## config.mk

```make
export PLATFORM = sky130hd
export DESIGN_NAME = data_mem_bridge
export DESIGN_NICKNAME = d
export VERILOG_FILES = /design/src/logic/mem_bridge_pkg.sv /design/src/logic/data_mem_bridge.sv /design/src/logic/dcache_ctrl.sv /design/src/logic/dcache_datapath.sv /design/src/logic/lane_merge.sv
export SDC_FILE = /design/constraint.sdc
export NUM_CORES = 1
export LEC_CHECK = 0
export ABC_AREA = 1
export BUFFER_PORTS_ARGS = -buffer_cell sky130_fd_sc_hd__buf_2
export CAP_MARGIN = 5
export CORE_AREA = 2 2 204 206
export CTS_CLUSTER_DIAMETER = 30
export DETAILED_ROUTE_END_ITERATION = 8
export DIE_AREA = 0 0 206 208
export GPL_TIMING_DRIVEN = 1
export HOLD_SLACK_MARGIN = 0.06
export SETUP_SLACK_MARGIN = 0.05
export SLEW_MARGIN = 20
export SYNTH_ARGS = -nofsm -noshare
export SYNTH_HDL_FRONTEND = slang
export SYNTH_SLANG_ARGS = --single-unit
```

## constraint.sdc

```tcl
create_clock -name clk -period 5 [get_ports clk]
set_input_delay 1.25 -clock clk [delete_from_list [all_inputs] [get_ports clk]]
set_output_delay 1.25 -clock clk [all_outputs]
set_load 0.1 [all_outputs]
```

## src/logic/mem_bridge_pkg.sv

```systemverilog
package mem_bridge_pkg;

    // Bus and word geometry
    localparam int ADDR_W         = 32;
    localparam int WORD_W         = 32;
    localparam int LINE_W         = 128;
    localparam int WORDS_PER_LINE = LINE_W / WORD_W;
    localparam int LINE_STRB_W    = LINE_W / 8;
    localparam int WORD_STRB_W    = WORD_W / 8;

    // Physical address split
    localparam int OFFSET_W = 4;
    localparam int INDEX_W  = 8;
    localparam int TAG_W    = ADDR_W - INDEX_W - OFFSET_W;

    typedef struct packed {
        logic [TAG_W-1:0]    tag;
        logic [INDEX_W-1:0]  index;
        logic [OFFSET_W-1:0] offset;
    } mem_addr_fields_t;

    // Same 32 bits seen as a plain address or as cache fields
    typedef union packed {
        logic [ADDR_W-1:0] raw;
        mem_addr_fields_t  fields;
    } mem_addr_u;

    // Word 0 sits in the low 32 bits of the line
    typedef logic [WORDS_PER_LINE-1:0][WORD_W-1:0] line_t;

endpackage

```

## src/logic/data_mem_bridge.sv

```systemverilog
`timescale 1ns/100ps

module data_mem_bridge #(
    parameter int NUM_LANES = 2
) (
    input  logic                                                   clk,
    input  logic                                                   rst_n_i,

    // Memory-stage lanes
    input  logic [NUM_LANES-1:0]                                   lane_ce_i,
    input  logic [NUM_LANES-1:0]                                   lane_we_i,
    input  logic [NUM_LANES-1:0][mem_bridge_pkg::WORD_STRB_W-1:0]  lane_sel_i,
    input  logic [NUM_LANES-1:0][mem_bridge_pkg::ADDR_W-1:0]       lane_addr_i,
    input  logic [NUM_LANES-1:0][mem_bridge_pkg::WORD_W-1:0]       lane_wdata_i,
    output logic [NUM_LANES-1:0]                                   lane_addr_ok_o,
    output logic [NUM_LANES-1:0]                                   lane_data_ok_o,
    output logic [mem_bridge_pkg::WORD_W-1:0]                      lane_rdata_o,

    // Bus read side
    output logic                                                   rd_req_o,
    output logic [mem_bridge_pkg::ADDR_W-1:0]                      rd_addr_o,
    input  logic                                                   rd_rdy_i,
    input  logic                                                   ret_valid_i,
    input  mem_bridge_pkg::line_t                                  ret_data_i,

    // Bus write side
    output logic                                                   wr_req_o,
    output logic [mem_bridge_pkg::ADDR_W-1:0]                      wr_addr_o,
    output logic [mem_bridge_pkg::LINE_STRB_W-1:0]                 wr_strb_o,
    output mem_bridge_pkg::line_t                                  wr_data_o,
    input  logic                                                   wr_rdy_i
);

    import mem_bridge_pkg::*;

    logic                    req;
    logic                    req_we;
    logic [WORD_STRB_W-1:0]  req_sel;
    logic [ADDR_W-1:0]       req_addr;
    logic [WORD_W-1:0]       req_wdata;
    logic                    idle;
    logic                    accept;
    logic                    done;

    lane_merge #(
        .NUM_LANES (NUM_LANES)
    ) u_lane_merge (
        .clk            (clk),
        .rst_n_i        (rst_n_i),
        .lane_ce_i      (lane_ce_i),
        .lane_we_i      (lane_we_i),
        .lane_sel_i     (lane_sel_i),
        .lane_addr_i    (lane_addr_i),
        .lane_wdata_i   (lane_wdata_i),
        .idle_i         (idle),
        .done_i         (done),
        .lane_addr_ok_o (lane_addr_ok_o),
        .lane_data_ok_o (lane_data_ok_o),
        .req_o          (req),
        .req_we_o       (req_we),
        .req_sel_o      (req_sel),
        .req_addr_o     (req_addr),
        .req_wdata_o    (req_wdata)
    );

    dcache_ctrl u_dcache_ctrl (
        .clk         (clk),
        .rst_n_i     (rst_n_i),
        .req_i       (req),
        .req_we_i    (req_we),
        .rd_rdy_i    (rd_rdy_i),
        .ret_valid_i (ret_valid_i),
        .wr_rdy_i    (wr_rdy_i),
        .idle_o      (idle),
        .accept_o    (accept),
        .rd_req_o    (rd_req_o),
        .wr_req_o    (wr_req_o),
        .done_o      (done)
    );

    dcache_datapath u_dcache_datapath (
        .clk         (clk),
        .rst_n_i     (rst_n_i),
        .accept_i    (accept),
        .ret_valid_i (ret_valid_i),
        .req_we_i    (req_we),
        .req_sel_i   (req_sel),
        .req_addr_i  (req_addr),
        .req_wdata_i (req_wdata),
        .ret_data_i  (ret_data_i),
        .rd_addr_o   (rd_addr_o),
        .wr_addr_o   (wr_addr_o),
        .wr_strb_o   (wr_strb_o),
        .wr_data_o   (wr_data_o),
        .rdata_o     (lane_rdata_o)
    );

endmodule

```

## src/logic/dcache_ctrl.sv

```systemverilog
`timescale 1ns/100ps

module dcache_ctrl (
    input  logic clk,
    input  logic rst_n_i,

    input  logic req_i,
    input  logic req_we_i,
    input  logic rd_rdy_i,
    input  logic ret_valid_i,
    input  logic wr_rdy_i,

    output logic idle_o,
    output logic accept_o,
    output logic rd_req_o,
    output logic wr_req_o,
    output logic done_o
);

    localparam logic [2:0] IDLE    = 3'd0;
    localparam logic [2:0] RD_REQ  = 3'd1;
    localparam logic [2:0] RD_WAIT = 3'd2;
    localparam logic [2:0] WR_REQ  = 3'd3;
    localparam logic [2:0] DONE    = 3'd4;

    logic [2:0] state_q;
    logic [2:0] state_d;

    always_comb begin
        state_d = state_q;
        case (state_q)
            IDLE: begin
                if (req_i) begin
                    state_d = req_we_i ? WR_REQ : RD_REQ;
                end
            end
            // Request level held until the bus takes it
            RD_REQ: begin
                if (rd_rdy_i) begin
                    state_d = RD_WAIT;
                end
            end
            RD_WAIT: begin
                if (ret_valid_i) begin
                    state_d = DONE;
                end
            end
            WR_REQ: begin
                if (wr_rdy_i) begin
                    state_d = DONE;
                end
            end
            // Single cycle completion, then free again
            DONE: begin
                state_d = IDLE;
            end
            default: begin
                state_d = IDLE;
            end
        endcase
    end

    always_ff @(posedge clk) begin
        if (!rst_n_i) begin
            state_q <= IDLE;
        end else begin
            state_q <= state_d;
        end
    end

    assign idle_o   = (state_q == IDLE);
    assign accept_o = req_i & idle_o;
    assign rd_req_o = (state_q == RD_REQ);
    assign wr_req_o = (state_q == WR_REQ);
    assign done_o   = (state_q == DONE);

endmodule

```

## src/logic/dcache_datapath.sv

```systemverilog
`timescale 1ns/100ps

module dcache_datapath (
    input  logic                                    clk,
    input  logic                                    rst_n_i,

    input  logic                                    accept_i,
    input  logic                                    ret_valid_i,

    input  logic                                    req_we_i,
    input  logic [mem_bridge_pkg::WORD_STRB_W-1:0]  req_sel_i,
    input  logic [mem_bridge_pkg::ADDR_W-1:0]       req_addr_i,
    input  logic [mem_bridge_pkg::WORD_W-1:0]       req_wdata_i,

    input  mem_bridge_pkg::line_t                   ret_data_i,

    output logic [mem_bridge_pkg::ADDR_W-1:0]       rd_addr_o,
    output logic [mem_bridge_pkg::ADDR_W-1:0]       wr_addr_o,
    output logic [mem_bridge_pkg::LINE_STRB_W-1:0]  wr_strb_o,
    output mem_bridge_pkg::line_t                   wr_data_o,
    output logic [mem_bridge_pkg::WORD_W-1:0]       rdata_o
);

    import mem_bridge_pkg::*;

    // Byte bits of the offset, the rest picks the word
    localparam int BYTE_OFS_W = $clog2(WORD_STRB_W);
    localparam int WORD_IDX_W = OFFSET_W - BYTE_OFS_W;

    mem_addr_u               addr_q;
    mem_addr_u               line_addr;
    logic [WORD_STRB_W-1:0]  sel_q;
    logic [WORD_W-1:0]       wdata_q;
    logic [WORD_W-1:0]       rdata_q;
    logic [WORD_IDX_W-1:0]   word_idx;
    line_t                   wr_line;

    // Request capture at accept
    always_ff @(posedge clk) begin
        if (accept_i) begin
            addr_q  <= req_addr_i;
            wdata_q <= req_wdata_i;
        end
    end

    // Reads carry no strobe
    always_ff @(posedge clk) begin
        if (!rst_n_i) begin
            sel_q <= '0;
        end else if (accept_i) begin
            sel_q <= req_we_i ? req_sel_i : '0;
        end
    end

    assign word_idx = addr_q.fields.offset[OFFSET_W-1:BYTE_OFS_W];

    // Line aligned bus address
    always_comb begin
        line_addr = addr_q;
        line_addr.fields.offset = '0;
    end

    assign rd_addr_o = line_addr.raw;
    assign wr_addr_o = line_addr.raw;

    // Write word lands in its own slot, other slots stay zero
    always_comb begin
        wr_line = '0;
        wr_line[word_idx] = wdata_q;
    end

    assign wr_data_o = wr_line;
    assign wr_strb_o = LINE_STRB_W'(sel_q) << (WORD_STRB_W * word_idx);

    // Returned line narrowed to the requested word
    always_ff @(posedge clk) begin
        if (ret_valid_i) begin
            rdata_q <= ret_data_i[word_idx];
        end
    end

    assign rdata_o = rdata_q;

endmodule

```

## src/logic/lane_merge.sv

```systemverilog
`timescale 1ns/100ps

module lane_merge #(
    parameter int NUM_LANES = 2
) (
    input  logic                                                   clk,
    input  logic                                                   rst_n_i,

    input  logic [NUM_LANES-1:0]                                   lane_ce_i,
    input  logic [NUM_LANES-1:0]                                   lane_we_i,
    input  logic [NUM_LANES-1:0][mem_bridge_pkg::WORD_STRB_W-1:0]  lane_sel_i,
    input  logic [NUM_LANES-1:0][mem_bridge_pkg::ADDR_W-1:0]       lane_addr_i,
    input  logic [NUM_LANES-1:0][mem_bridge_pkg::WORD_W-1:0]       lane_wdata_i,

    input  logic                                                   idle_i,
    input  logic                                                   done_i,

    output logic [NUM_LANES-1:0]                                   lane_addr_ok_o,
    output logic [NUM_LANES-1:0]                                   lane_data_ok_o,

    output logic                                                   req_o,
    output logic                                                   req_we_o,
    output logic [mem_bridge_pkg::WORD_STRB_W-1:0]                 req_sel_o,
    output logic [mem_bridge_pkg::ADDR_W-1:0]                      req_addr_o,
    output logic [mem_bridge_pkg::WORD_W-1:0]                      req_wdata_o
);

    logic [NUM_LANES-1:0] grant;
    logic [NUM_LANES-1:0] owner_q;
    logic                 accept;

    // Lowest set bit of ce wins
    assign grant  = lane_ce_i & (~lane_ce_i + NUM_LANES'(1));
    assign req_o  = |lane_ce_i;
    assign accept = req_o & idle_i;

    // One-hot grant so an AND-OR mux is enough
    always_comb begin
        req_we_o    = 1'b0;
        req_sel_o   = '0;
        req_addr_o  = '0;
        req_wdata_o = '0;
        for (int i = 0; i < NUM_LANES; i++) begin
            if (grant[i]) begin
                req_we_o    = req_we_o | lane_we_i[i];
                req_sel_o   = req_sel_o | lane_sel_i[i];
                req_addr_o  = req_addr_o | lane_addr_i[i];
                req_wdata_o = req_wdata_o | lane_wdata_i[i];
            end
        end
    end

    assign lane_addr_ok_o = grant & {NUM_LANES{idle_i}};

    // Remember who asked so the completion goes back to it
    always_ff @(posedge clk) begin
        if (!rst_n_i) begin
            owner_q <= '0;
        end else if (accept) begin
            owner_q <= grant;
        end
    end

    assign lane_data_ok_o = owner_q & {NUM_LANES{done_i}};

endmodule

```

Yosys cells after proc, flatten, opt, wreduce, memory -nomap -nowiden --
Index checks and enable logic that the tools add are counted.
Storage, ports and cells: word-level logic and storage cells 51, output and inout port bits 246, bits in registers 105, input port bits 273
Cells by class: shift-type cells 1, equality and inequality tests 8, multiplexer cells 19, magnitude comparators 2, bitwise operators 10, reduce and logical (&&, ||, !) cells 4, add/sub/neg operators 1
Operator list (number):
- 32-bit two-way mux | 6
- 128-bit bitwise AND | 1
- 32-bit binary-select mux with 2-bit select | 1
- 32-bit demux with 2-bit select | 1
- 32-bit OR | 2
- 4-bit by 4-bit << shifter with 16-bit output | 1
- 3-bit two-way mux | 4
- 4-bit two-way mux | 3
- 3-bit one-hot mux with 4 select lines | 1
- 2-bit bitwise AND | 3
- 3-bit by 2-bit equality test with 1-bit output (second input constant) | 2
- 2-bit by 1-bit inequality test with 1-bit output (second input constant) | 3
- 4-bit OR | 1
- 4-bit AND reduction | 1
- 3-bit by 1-bit equality test with 1-bit output (second input constant) | 1
- 3-bit equality test (second input constant) | 1
- 3-bit logical NOT | 1
- 2-bit by 3-bit less-than comparator with 1-bit output (second input constant) | 1
- 2-bit by 1-bit adder with 2-bit output (second input constant) | 1
- 2-bit by 1-bit greater-or-equal comparator with 1-bit output (second input constant) | 1
- 1-bit two-way mux | 2
- 2-bit two-way mux | 1
- 2-bit inequality test (second input constant) | 1
- 2-bit NOT | 1
- other kinds (4) | 4

Depth between registers and ports, before layout --
depth after elaboration 9, gate-level depth with buffers 9, depth with buffers taken out 7

By module --
From an unflattened synthesis, not the netlist that was laid out.
Second synthesis, totals: cells, all modules 969, area, all modules 6721.4 um2
Modules (own cells, without submodules):
- dcache_datapath | seq. area each 2902.8 um2, times used 1, area an instance 5406.4 um2, cells an instance 684
- lane_merge | seq. area each 40.0 um2, times used 1, area an instance 1107.3 um2, cells an instance 248
- dcache_ctrl | seq. area each 60.1 um2, times used 1, area an instance 207.7 um2, cells an instance 37

Worst setup path before layout --
Ideal clock, no wire load.
kind in2reg, start input port lane_ce_i[0], end register u_dcache_datapath.sel_q[0], arrival 4656 ps, path slack 224 ps, cell stages on the path 6, setup time 120 ps, required time 4880 ps, buffers on the path 1, path through buf_4 -> nor2_1 -> nor2_1 -> inv_1 -> nand2_1 -> a21oi_1
On the way: elaborated cells between the ends (all ways) 12, those cells by class 1 x add/sub; 5 x mux; 5 x bitwise; 1 x reduce/logical
RTL lines:
- start: declaration | line data_mem_bridge.sv:10 | input logic [NUM_LANES-1:0] lane_ce_i,
- 2-bit OR reduction | line lane_merge.sv:34 | assign req_o = |lane_ce_i;
- 1-bit bitwise AND | line dcache_ctrl.sv:72 | assign accept_o = req_i & idle_o;
- net accept | line data_mem_bridge.sv:42 | logic accept;
- end signal: assignment | line dcache_datapath.sv:51 | sel_q <= req_we_i ? req_sel_i : '0;
- end: declaration | line dcache_datapath.sv:32 | logic [WORD_STRB_W-1:0] sel_q;
The timed path passes the listed nets, and every way through them passes these cells. A chain may end at the register's enable or synchronous reset.

==> metrics.cfg <==
[clock_tree]
clock-sinks = 103
ctsHoldBuffers = 0
insertion_delay_ns = 0.37
ctsResizeCount = 0
cts_tree = yes
htree_levels = 3
post-cts-setup-buffer-count = 0
ctsLongestPathBuffers = 2
clkTransAtPathRegs_ns = 0.08
cts_made_buffers = 9
cts_root_buf = clkbuf_16

[min_path]
min_path_type = flop to flop
worstHoldPathCells = 2

[setup_path]
cp-start-kind = flop
worstPathRequired_ns = 3.75
reg2reg_depth = 6
crit_cells = 5
path_class = flop to primary output
path_delay_family = buffers and inverters
worstPathBufferInverterCount = 3
path_cells = buf_4 -> inv_2 -> nand2_2 -> nor2_1 -> buf_2
cp_max_fo = 36
end_kind = primary output
cpPeakStageDelay_ns = 0.64
arrival_ns = 2.98
crit_slowest_cell = nand2_2

[cells_and_area]
final_nets = 1359
n_antenna_cell = 0
fin_area_mm2 = 0.00960
syn2layout_area_growth_pct = 51.9
final_cell_mix = buf_2, nor2_1, nand3_1, edfxtp_1, a22o_1
drive_gt1_share_pct = 51.8
final_common_cell = buf_2

[placed_design]
gp_congestion = 0.778
dp_slack_ns = 1.17
place_area_mm2 = 0.00934
hpwl_um = 20500
portBuffers = 506

[floorplan]
rows = 74
die_area_mm2 = 0.0428
fp.coreArea_mm2 = 0.0406
ioPinCount = 519
die_w_um = 206
start_util_pct = 15.6
die_height_um = 208

[detailed_routing]
drt-initial-drc-count = 391
drtAntennaViolNets = 0
drc = 0
routed_wl_um = 25800
wl_per_cell_um = 15.9
vias_per_cell = 3.99
first_pass_iters = 5
vias = 6475

[sta]
holdWs_ns = 0.464
finalSetupViolCount = 0
relSlewSlack_pct = 45.1
rsz0062_at_grt = no
hold_viol = 0
finalCriticalPeriod_ns = 4.23
final.period_utilization_pct = 84.7
drv_slew = 0
worst_slew_pin_slew_ns = 0.821
totalNegativeSetupSlack_ns = 0
finalClockSkew_ns = 0.0137
fin_ws_ns = 0.767
fmax_mhz = 236

[global_routing]
grt_max_degree = 67
grt_pass1_wl_um = 34500
overflow = 0
antenna_found_initial = 0
grt.total_usage_pct = 11.1
grt_pass1_vias = 6021

[logic_synthesis]
yosysSeqAreaShare_pct = 47.5
synth-seq-cells = 103
yosys_warnings = 0
syn_area_per_cell_um2 = 9.49
syn_inst = 666
yosysUniqueCellTypes = 21
netlist_area_mm2 = 0.00632

[run]
max-cap-violations = 0

[outcome]
status = completed

[flip-flops by register name, summed over array words and instances (netlist names)]
signal                     cells
u_dcache_datapath.rdata_o     32
u_dcache_datapath.sel_q        4
u_lane_merge.owner_q           2
u_dcache_ctrl.state_q          3
u_dcache_datapath.addr_q      30
u_dcache_datapath.wdata_q     32
[layer usage]
| layer | track usage [%] | vias up | routed length, µm |
|---|---|---|---|
| met2 | 21.5 | 368 | 13500 |
| met3 | 2.49 | 31 | 2100 |
| met5 | 0 | - | 0 |
| li1 | - | 3072 | - |
| met1 | 10.9 | 3004 | 9380 |
| met4 | 5.27 | 0 | 756 |
[cell families after synthesis]
| kind of cell | share of synthesized area [%] |
|---|---|
| other cells | 0.0593 |
| buf+inv | 17.0 |
| simple gates | 20.0 |
| compound gates | 15.4 |
| flops | 47.5 |
[layout make-up]
cell class                 instances  area [µm²]
fill                            4399       31000
timing repair buffer             513        3200
sequential                       103        3000
multi-input combinational        405        2270
tap                              532         666
clock buffer                      11         233
inverter                          54         203
clock inverter                     5        25.0
[worst reg2reg max path: cells and delay by family, from the launching register on]
kind | cells | cell delay, ns
AO/OA/AOI/OAI | 1 | 0.15
buffers and inverters | 3 | 1.26
flip-flops | 1 | 0.32
AND/OR/NAND/NOR | 2 | 0.34
[worst paths after layout]
check	startpoint	endpoint	slack, ns
worst min-delay path	u_lane_merge.owner_q[0]$_SDFFE_PN0P_	u_lane_merge.owner_q[0]$_SDFFE_PN0P_	0.46
worst min register to register	u_lane_merge.owner_q[0]$_SDFFE_PN0P_	u_lane_merge.owner_q[0]$_SDFFE_PN0P_	0.46
worst max register to register	u_dcache_datapath.addr_q[2]$_DFFE_PP_	u_dcache_datapath.rdata_o[20]$_DFFE_PP_	2.77
worst max-delay path	u_dcache_datapath.addr_q[2]$_DFFE_PP_	wr_data_o[77]	0.77
[synth_stat cells, drive strengths merged]
master,number,area [µm²]
conb,1,3.75
edfxtp,94,2820
inv,54,203
dfxtp,9,180
a22o,62,543
nor2,154,593
nor3b,1,7.51
nand3,106,531
a21oi,6,30.0
o21ai,2,10.0
a22oi,32,390
buf,104,838
clkbuf,7,36.3
nand2,34,133
[through the flow]
stage	cells	util, %
finish	1623	23.7
global route	1623	23.7
CTS	1623	23.7
detailed placement	1607	23.0
global placement	1607	23.0
floorplan	673	-
Power is left out: the tool's default activity adds up to more than one toggle a clock period on the data nets, which glitch-free logic cannot reach.
